**src/logic/isaPkg.sv**
```systemverilog
package isaPkg;

    typedef enum logic [6:0] {
        opOp     = 7'b0110011,  // Register-register arithmetic
        opOpImm  = 7'b0010011,  // Register-immediate arithmetic
        opBranch = 7'b1100011,
        opJal    = 7'b1101111
    } opcodeT;

    // Branch compares
    localparam logic [2:0] f3Beq  = 3'b000;
    localparam logic [2:0] f3Bne  = 3'b001;
    localparam logic [2:0] f3Blt  = 3'b100;
    localparam logic [2:0] f3Bge  = 3'b101;
    localparam logic [2:0] f3Bltu = 3'b110;
    localparam logic [2:0] f3Bgeu = 3'b111;

    // OP and OP-IMM functions
    localparam logic [2:0] f3AddSub = 3'b000;
    localparam logic [2:0] f3Sll    = 3'b001;
    localparam logic [2:0] f3Slt    = 3'b010;
    localparam logic [2:0] f3Sltu   = 3'b011;
    localparam logic [2:0] f3Xor    = 3'b100;
    localparam logic [2:0] f3SrlSra = 3'b101;
    localparam logic [2:0] f3Or     = 3'b110;
    localparam logic [2:0] f3And    = 3'b111;

    typedef struct packed {
        logic [6:0] funct7;
        logic [4:0] rs2;
        logic [4:0] rs1;
        logic [2:0] funct3;
        logic [4:0] rd;
        opcodeT     opcode;
    } rTypeT;

    typedef struct packed {
        logic [11:0] imm;
        logic [4:0]  rs1;
        logic [2:0]  funct3;
        logic [4:0]  rd;
        opcodeT      opcode;
    } iTypeT;

    typedef struct packed {
        logic       imm12;
        logic [5:0] imm10to5;
        logic [4:0] rs2;
        logic [4:0] rs1;
        logic [2:0] funct3;
        logic [3:0] imm4to1;
        logic       imm11;
        opcodeT     opcode;
    } bTypeT;

    typedef struct packed {
        logic       imm20;
        logic [9:0] imm10to1;
        logic       imm11;
        logic [7:0] imm19to12;
        logic [4:0] rd;
        opcodeT     opcode;
    } jTypeT;

    // One fetched word, seen through each instruction format
    typedef union packed {
        rTypeT rType;
        iTypeT iType;
        bTypeT bType;
        jTypeT jType;
    } instrT;

endpackage

```
**src/logic/corePkg.sv**
```systemverilog
package corePkg;

    typedef enum logic [1:0] {
        pcPlusFour = 2'd0,
        pcJal      = 2'd1,
        pcBranch   = 2'd2
    } pcSourceT;

    typedef enum logic [3:0] {
        aluAdd,
        aluSub,
        aluSll,
        aluSlt,
        aluSltu,
        aluXor,
        aluSrl,
        aluSra,
        aluOr,
        aluAnd,
        cmpEq,   // Compares give 0 or 1
        cmpNe,
        cmpLt,
        cmpGe,
        cmpLtu,
        cmpGeu
    } aluOpT;

    typedef struct packed {
        logic        valid;
        logic [15:0] wordAddress;
        logic [31:0] data;
    } progLoadT;

    typedef struct packed {
        logic        valid;
        logic [31:0] pc;
        logic [31:0] instruction;
        logic [31:0] rs1Value;
        logic [31:0] rs2Value;
        logic        writeEnable;
        logic [4:0]  rd;
        logic [31:0] writeData;
    } retireT;

endpackage

```
**src/logic/instructionMemory.sv**
```systemverilog
`timescale 1ns/1ns

module instructionMemory #(
    parameter int programWords = 64
) (
    input  logic              clk,
    input  corePkg::progLoadT progLoad,
    input  logic [31:0]       pc,
    output isaPkg::instrT     instr
);

    localparam int addrBits = $clog2(programWords);

    logic [31:0] memory [programWords];

    // Empty program decodes as no-ops
    initial begin
        for (int i = 0; i < programWords; i++) begin
            memory[i] = '0;
        end
    end

    always_ff @(posedge clk) begin
        if (progLoad.valid) begin
            memory[progLoad.wordAddress[addrBits-1:0]] <= progLoad.data;  // Address wraps
        end
    end

    assign instr = memory[pc[addrBits+1:2]];  // Word fetch, byte offset dropped

endmodule

```
**src/logic/registerFile.sv**
```systemverilog
`timescale 1ns/1ns

module registerFile (
    input  logic        clk,
    input  logic        reset,
    input  logic        writeEnable,
    input  logic [4:0]  rd,
    input  logic [31:0] writeData,
    input  logic [4:0]  rs1,
    input  logic [4:0]  rs2,
    output logic [31:0] rs1Value,
    output logic [31:0] rs2Value
);

    logic [31:0] registers [1:31];  // No storage behind x0

    always_ff @(posedge clk) begin
        if (reset) begin
            for (int i = 1; i < 32; i++) begin
                registers[i] <= '0;
            end
        end else if (writeEnable && rd != 5'd0) begin
            registers[rd] <= writeData;
        end
    end

    // Old value visible during the writing cycle
    always_comb begin
        rs1Value = '0;
        rs2Value = '0;
        if (rs1 != 5'd0) begin
            rs1Value = registers[rs1];
        end
        if (rs2 != 5'd0) begin
            rs2Value = registers[rs2];
        end
    end

endmodule

```
**src/logic/alu.sv**
```systemverilog
`timescale 1ns/1ns

module alu (
    input  corePkg::aluOpT aluOp,
    input  logic [31:0]    operandA,
    input  logic [31:0]    operandB,
    output logic [31:0]    result
);

    import corePkg::*;

    logic [4:0] shiftAmount;
    logic       lessSigned;
    logic       lessUnsigned;
    logic       equal;

    assign shiftAmount  = operandB[4:0];
    assign lessSigned   = $signed(operandA) < $signed(operandB);
    assign lessUnsigned = operandA < operandB;
    assign equal        = operandA == operandB;

    always_comb begin
        case (aluOp)
            aluAdd:  result = operandA + operandB;
            aluSub:  result = operandA - operandB;
            aluSll:  result = operandA << shiftAmount;
            aluSlt:  result = {31'b0, lessSigned};
            aluSltu: result = {31'b0, lessUnsigned};
            aluXor:  result = operandA ^ operandB;
            aluSrl:  result = operandA >> shiftAmount;
            aluSra:  result = $unsigned($signed(operandA) >>> shiftAmount);  // Sign fill
            aluOr:   result = operandA | operandB;
            aluAnd:  result = operandA & operandB;
            // Branch conditions land in bit 0
            cmpEq:   result = {31'b0, equal};
            cmpNe:   result = {31'b0, !equal};
            cmpLt:   result = {31'b0, lessSigned};
            cmpGe:   result = {31'b0, !lessSigned};
            cmpLtu:  result = {31'b0, lessUnsigned};
            cmpGeu:  result = {31'b0, !lessUnsigned};
            default: result = '0;
        endcase
    end

endmodule

```
**src/logic/decoder.sv**
```systemverilog
`timescale 1ns/1ns

module decoder (
    input  isaPkg::instrT     instr,
    input  logic [31:0]       aluResult,
    output corePkg::aluOpT    aluOp,
    output logic              useImmediate,
    output logic [31:0]       immediate,
    output logic              writeEnable,
    output logic              isJal,
    output corePkg::pcSourceT pcSource
);

    import isaPkg::*;
    import corePkg::*;

    // Shared by OP and OP-IMM with alt from instruction bit 30
    function automatic aluOpT arithOp(input logic [2:0] funct3, input logic alt,
                                      input logic allowSub);
        aluOpT op;
        case (funct3)
            f3AddSub: op = (alt && allowSub) ? aluSub : aluAdd;
            f3Sll:    op = aluSll;
            f3Slt:    op = aluSlt;
            f3Sltu:   op = aluSltu;
            f3Xor:    op = aluXor;
            f3SrlSra: op = alt ? aluSra : aluSrl;
            f3Or:     op = aluOr;
            default:  op = aluAnd;
        endcase
        return op;
    endfunction

    assign immediate = {{20{instr.iType.imm[11]}}, instr.iType.imm};

    always_comb begin
        logic writesRd;
        writesRd     = 1'b0;
        aluOp        = aluAdd;
        useImmediate = 1'b0;
        isJal        = 1'b0;
        pcSource     = pcPlusFour;
        case (instr.rType.opcode)
            opOp: begin
                writesRd = 1'b1;
                aluOp    = arithOp(instr.rType.funct3, instr.rType.funct7[5], 1'b1);
            end
            opOpImm: begin
                writesRd     = 1'b1;
                useImmediate = 1'b1;
                aluOp        = arithOp(instr.iType.funct3, instr.rType.funct7[5], 1'b0);
            end
            opBranch: begin
                case (instr.bType.funct3)
                    f3Beq:   aluOp = cmpEq;
                    f3Bne:   aluOp = cmpNe;
                    f3Blt:   aluOp = cmpLt;
                    f3Bge:   aluOp = cmpGe;
                    f3Bltu:  aluOp = cmpLtu;
                    f3Bgeu:  aluOp = cmpGeu;
                    default: aluOp = aluAnd;  // Reserved funct3
                endcase
                // Reserved codes 010 and 011 never branch
                if (aluResult[0] && instr.bType.funct3[2:1] != 2'b01) begin
                    pcSource = pcBranch;
                end
            end
            opJal: begin
                writesRd = 1'b1;
                isJal    = 1'b1;
                pcSource = pcJal;
            end
            default: ;  // Everything else is a no-op
        endcase
        writeEnable = writesRd && instr.rType.rd != 5'd0;
    end

endmodule

```
**src/logic/nextPc.sv**
```systemverilog
`timescale 1ns/1ns

module nextPc #(
    parameter int programWords = 64
) (
    input  logic              clk,
    input  logic              reset,
    input  logic              run,
    input  isaPkg::instrT     instr,
    input  corePkg::pcSourceT pcSource,
    output logic [31:0]       pc,
    output logic [31:0]       pcPlusFour
);

    import corePkg::*;

    localparam logic [31:0] pcMask = 32'(programWords * 4 - 1);  // Byte range of memory

    logic [31:0] jalOffset;
    logic [31:0] branchOffset;
    logic [31:0] jalTarget;
    logic [31:0] branchTarget;
    logic [31:0] pcSelected;

    assign jalOffset = {{11{instr.jType.imm20}}, instr.jType.imm20, instr.jType.imm19to12,
                        instr.jType.imm11, instr.jType.imm10to1, 1'b0};
    assign branchOffset = {{19{instr.bType.imm12}}, instr.bType.imm12, instr.bType.imm11,
                           instr.bType.imm10to5, instr.bType.imm4to1, 1'b0};

    assign pcPlusFour   = pc + 32'd4;
    assign jalTarget    = pc + jalOffset;
    assign branchTarget = pc + branchOffset;

    always_comb begin
        case (pcSource)
            pcJal:    pcSelected = jalTarget;
            pcBranch: pcSelected = branchTarget;
            default:  pcSelected = pcPlusFour;
        endcase
    end

    always_ff @(posedge clk) begin
        if (reset) begin
            pc <= '0;
        end else if (run) begin
            pc <= pcSelected & pcMask;  // Wrap inside program memory
        end
    end

endmodule

```
**src/logic/riscvCore.sv**
```systemverilog
`timescale 1ns/1ns

module riscvCore #(
    parameter int programWords = 64
) (
    input  logic              clk,
    input  logic              reset,
    input  logic              run,
    input  corePkg::progLoadT progLoad,
    output corePkg::retireT   retire
);

    import isaPkg::*;
    import corePkg::*;

    instrT       instr;
    aluOpT       aluOp;
    pcSourceT    pcSource;
    logic [31:0] pc;
    logic [31:0] returnAddress;
    logic [31:0] rs1Value;
    logic [31:0] rs2Value;
    logic [31:0] immediate;
    logic [31:0] operandB;
    logic [31:0] aluResult;
    logic [31:0] writeData;
    logic        useImmediate;
    logic        decodedWrite;
    logic        isJal;
    logic        executing;
    logic        writeEnable;

    assign executing   = run && !reset;  // One instruction per active cycle
    assign writeEnable = decodedWrite && executing;
    assign operandB    = useImmediate ? immediate : rs2Value;
    assign writeData   = isJal ? returnAddress : aluResult;  // Link address for JAL

    instructionMemory #(.programWords(programWords)) instructionMemory_i (
        .clk      (clk),
        .progLoad (progLoad),
        .pc       (pc),
        .instr    (instr)
    );

    registerFile registerFile_i (
        .clk         (clk),
        .reset       (reset),
        .writeEnable (writeEnable),
        .rd          (instr.rType.rd),
        .writeData   (writeData),
        .rs1         (instr.rType.rs1),
        .rs2         (instr.rType.rs2),
        .rs1Value    (rs1Value),
        .rs2Value    (rs2Value)
    );

    alu alu_i (
        .aluOp    (aluOp),
        .operandA (rs1Value),
        .operandB (operandB),
        .result   (aluResult)
    );

    decoder decoder_i (
        .instr        (instr),
        .aluResult    (aluResult),
        .aluOp        (aluOp),
        .useImmediate (useImmediate),
        .immediate    (immediate),
        .writeEnable  (decodedWrite),
        .isJal        (isJal),
        .pcSource     (pcSource)
    );

    nextPc #(.programWords(programWords)) nextPc_i (
        .clk        (clk),
        .reset      (reset),
        .run        (run),
        .instr      (instr),
        .pcSource   (pcSource),
        .pc         (pc),
        .pcPlusFour (returnAddress)
    );

    // Trace of the instruction executing this cycle
    assign retire.valid       = executing;
    assign retire.pc          = pc;
    assign retire.instruction = instr;
    assign retire.rs1Value    = rs1Value;
    assign retire.rs2Value    = rs2Value;
    assign retire.writeEnable = writeEnable;
    assign retire.rd          = instr.rType.rd;
    assign retire.writeData   = writeData;

endmodule

```
**config.mk**
```make
export PLATFORM = sky130hd
export DESIGN_NAME = riscvCore
export DESIGN_NICKNAME = d
export VERILOG_FILES = /design/src/logic/isaPkg.sv /design/src/logic/corePkg.sv /design/src/logic/instructionMemory.sv /design/src/logic/registerFile.sv /design/src/logic/alu.sv /design/src/logic/decoder.sv /design/src/logic/nextPc.sv /design/src/logic/riscvCore.sv
export SDC_FILE = /design/constraint.sdc
export NUM_CORES = 2
export LEC_CHECK = 0
export BUFFER_PORTS_ARGS = -buffer_cell sky130_fd_sc_hd__clkbuf_2
export CAP_MARGIN = 25
export CELL_PAD_IN_SITES_DETAIL_PLACEMENT = 0
export CELL_PAD_IN_SITES_GLOBAL_PLACEMENT = 1
export CORE_MARGIN = 2
export CORE_UTILIZATION = 35
export DETAILED_ROUTE_END_ITERATION = 6
export PLACE_DENSITY = 0.56
export SYNTH_ARGS = -nofsm -noshare
export SYNTH_HDL_FRONTEND = slang
export SYNTH_HIERARCHICAL = 1
export SYNTH_SLANG_ARGS = --single-unit
```
**constraint.sdc**
```tcl
create_clock -name clk -period 25.7 [get_ports clk]
set_input_delay 1.285 -clock clk [delete_from_list [all_inputs] [get_ports clk]]
set_output_delay 1.285 -clock clk [all_outputs]
set_load 0.02 [all_outputs]
```
==> metrics.cfg <==
[clocking]
clk_transition_reported_paths_ps=60
cts_tree=built
clock_latency_on_the_worst_skew_pair_ps=970
cts_buffers=334
htree_num_levels=5
tritoncts_num_sinks=3079
post_cts.resized_instances=0
cts_hold_buffers=0
cts.root.buffer_cell=clkbuf_16
postCtsSetupBuffers=0
cts.path.max_buffers=4

[global_routing]
global_route.usage.met2=0.387
antenna_found_initial=32
grtUsageMet1=0.313
groute.usage.overall=0.233
overflow=0
grt_pass1_wl_um=679000
met3_usage=0.0308
top_usage_layer=met2
first_global_vias=84200
grt_max_degree=95

[synthesis]
synth_cell_type_count=109
yosys-top-cells-area=edfxtp_1 64%, mux4_2 17%, and2_1 4.4%, mux2i_1 1.9%, clkbuf_1 1.0%
synth_flop_cell=edfxtp_1
most_frequent_cell_after_synthesis=edfxtp_1
yosys_warnings=6
netlist.area_leader.share=0.642
asyncSetResetFlopFracSynth=0
synthTopCellsByCount=3072 x edfxtp_1, 1076 x mux4_2, 1012 x and2_1
postSynthCellCount=8312
netlist_area_um2=144000
synth-seq-cells=3079
post_synth_edffs=3072
yosysSeqAreaShare=0.643
syn-mean-instance-area_um2=17.3
synth_area_leader_cell=edfxtp_1

[route]
routed-via-count=82400
detail-route-antenna-nets=0
routedWlPerCell_um=34.6
first_pass_drt_iterations=6
detail_route.drc_violations=0
drtIter0Drc=9116
average_via_count_per_standard_cell=5.79
drt_wl_total_um=493000

[layout]
fill_cells=37200
area_growth_pct=12.9
nets=8666
post_route_cells_drive_above_1_share=0.277
fin_area_um2=162000

[sta]
highest_clock_frequency_the_design_can_meet_ghz=0.0642
finClkSkew_ps=90.9
endpoints_failing_hold=0
final_setup_violation_count=0
fin_crit_sh=0.606
timing.slew.headroom=0.217
final_period_minus_worst_setup_slack_ps=15570
total_negative_setup_slacks_ps=0
grt_setup_unrepaired=no
maxSlewViolCount=0
max_slew.worst_pin.slew_ps=1170

[hold_path]
timing.hold.worst.class=reg -> reg
worst_hold_depth=2

[floorplanning]
area_of_the_die_um2=416000
initial_utilization=0.351
boundaryPins=219
placementRows=235
dieHeight_um=645
die-width_um=645
design.core.area_um2=409000

[setup_path]
critPathCaptureType=output pin
biggest_cell_delay_along_the_critical_path_ps=1010
reg2reg_depth=37
crit_path_start_kind=register
path_class=reg -> out
endpoint_required_time_on_the_critical_path_ps=24410
setup_slack_on_the_worst_flop_to_flop_path_ps=11230
path_common_cell=buf_4
crit_arrival_ps=14280
critical_path.max_fanout=76
critical_path.slowest_cell=a2111oi_2

[run]
max-cap-violations=0

[place]
gp_congestion=0.859
dpl-instance-area_um2=152000
place_hpwl_um=287000
buffer_ports.inserted=183

[outcome]
status=finished, final reports clean

[power]
static-leakage-power_uw=0.0533
p_per_cell_area_nw_per_um2=88.3
power.ir.vdd_worst_mv=0.122

worst paths after layout:
kind | startpoint | to
max | nextPc_i/pc[2]$_SDFFE_PP0P_ | retire[21]
min | nextPc_i/pc[7]$_SDFFE_PP0P_ | nextPc_i/pc[7]$_SDFFE_PP0P_
max reg2reg | nextPc_i/pc[2]$_SDFFE_PP0P_ | nextPc_i/pc[5]$_SDFFE_PP0P_
min reg2reg | nextPc_i/pc[7]$_SDFFE_PP0P_ | nextPc_i/pc[7]$_SDFFE_PP0P_
final cells by class:
type / count / area, um^2 / area share
Inverter: 111 / 417 / 0.00257
Antenna cell: 17 / 42.5 / 0.000262
Tap cell: 5451 / 6820 / 0.0421
Timing Repair Buffer: 544 / 3790 / 0.0234
Multi-Input combinational cell: 4435 / 48400 / 0.299
Clock buffer: 411 / 8710 / 0.0537
Sequential cell: 3079 / 92400 / 0.570
Clock inverter: 186 / 1580 / 0.00976
through the flow:
stage / worst slack, ps / power [uW] / instances / hold slack, ps / utilization
global route: 9700 / 14800 / 14200 / 697 / 0.396
global placement: 11130 / 9800 / 13600 / 618 / 0.371
floorplan: 15850 / 8180 / 8391 / 605 / -
CTS: 9990 / 14400 / 14200 / 604 / 0.396
finish: 10130 / 14300 / 14200 / 603 / 0.396
detailed placement: 11040 / 9820 / 13600 / 598 / 0.371
layer usage:
layer / up-vias / routed length (um)
met2: 3302 / 238000
li1: 33700 / -
met1: 44700 / 204000
met3: 681 / 30500
met5: - / 19
met4: 4 / 19900
cells in the final DEF (no fill, tap or decap), types with 16 or more instances in the layout:
| cell type | synthesis | routed |
|---|---|---|
| clkinv_2 | 0 | 66 |
| a221oi_1 | 17 | 17 |
| a22oi_1 | 46 | 46 |
| nand3_1 | 36 | 36 |
| inv_1 | 105 | 104 |
| mux2_4 | 60 | 61 |
| o221ai_1 | 41 | 41 |
| o22ai_1 | 201 | 201 |
| buf_4 | 156 | 342 |
| o21ai_0 | 96 | 95 |
| mux2_2 | 47 | 46 |
| clkinv_1 | 2 | 76 |
| and2_1 | 1012 | 1011 |
| a2111oi_1 | 41 | 31 |
| nor2b_1 | 44 | 42 |
| a22o_1 | 52 | 52 |
| nor3_2 | 1 | 38 |
| conb_1 | 2 | 81 |
| nor2_1 | 325 | 218 |
| a211oi_1 | 31 | 31 |
| mux2i_1 | 277 | 277 |
| nand2b_1 | 32 | 31 |
| diode_2 | 0 | 17 |
| ha_1 | 106 | 106 |
| a21oi_1 | 178 | 178 |
| a21o_1 | 22 | 22 |
| clkbuf_16 | 0 | 337 |
| and3_1 | 16 | 16 |
| edfxtp_1 | 3072 | 3072 |
| mux4_2 | 1076 | 1076 |
| clkbuf_1 | 394 | 74 |
| nor3_1 | 92 | 55 |
| nand2_1 | 149 | 149 |
| a31oi_1 | 17 | 17 |
| or2_2 | 33 | 21 |
| clkbuf_2 | 0 | 183 |
| o211ai_1 | 24 | 24 |
| nor2_4 | 0 | 98 |
logic make-up (layout without fill, tap and decap cells):
logic type                 count (synthesis)  after routing  synth area share
DFF                                     3079           3079             0.643
and+or+nand+nor                         1842           1842            0.0719
muxes                                   1464           1464             0.199
AOI/OAI and AO/OA                        923            923            0.0454
buffers and inverters                    877           1252            0.0306
adders and majority gates                109            109           0.00965
xor gates and xnor gates                  16             16          0.000975
other                                      2             98         0.0000523
state kept, by name, indices dropped and copies added, names as in the netlist:
signal and count:
registerFile_i/registers 1024, instructionMemory_i/memory 2048, nextPc_i/pc 7
power breakdown:
group / internal (uW) / switching [uW] / leakage [uW]
Clock: 2570 / 2040 / 0.00504
Combinational: 1260 / 2750 / 0.0192
Sequential: 5650 / 52.2 / 0.0290
critical path, delay by kind of cell, from the launching register on:
kind | cells | cell delay (ps)
mux | 3 | 1220
simple gates | 4 | 990
compound gates | 11 | 4730
flops | 1 | 720
buf+inv | 10 | 4940
fa+ha+maj | 1 | 350
No activity file was read; power rests on OpenSTA's default activity.
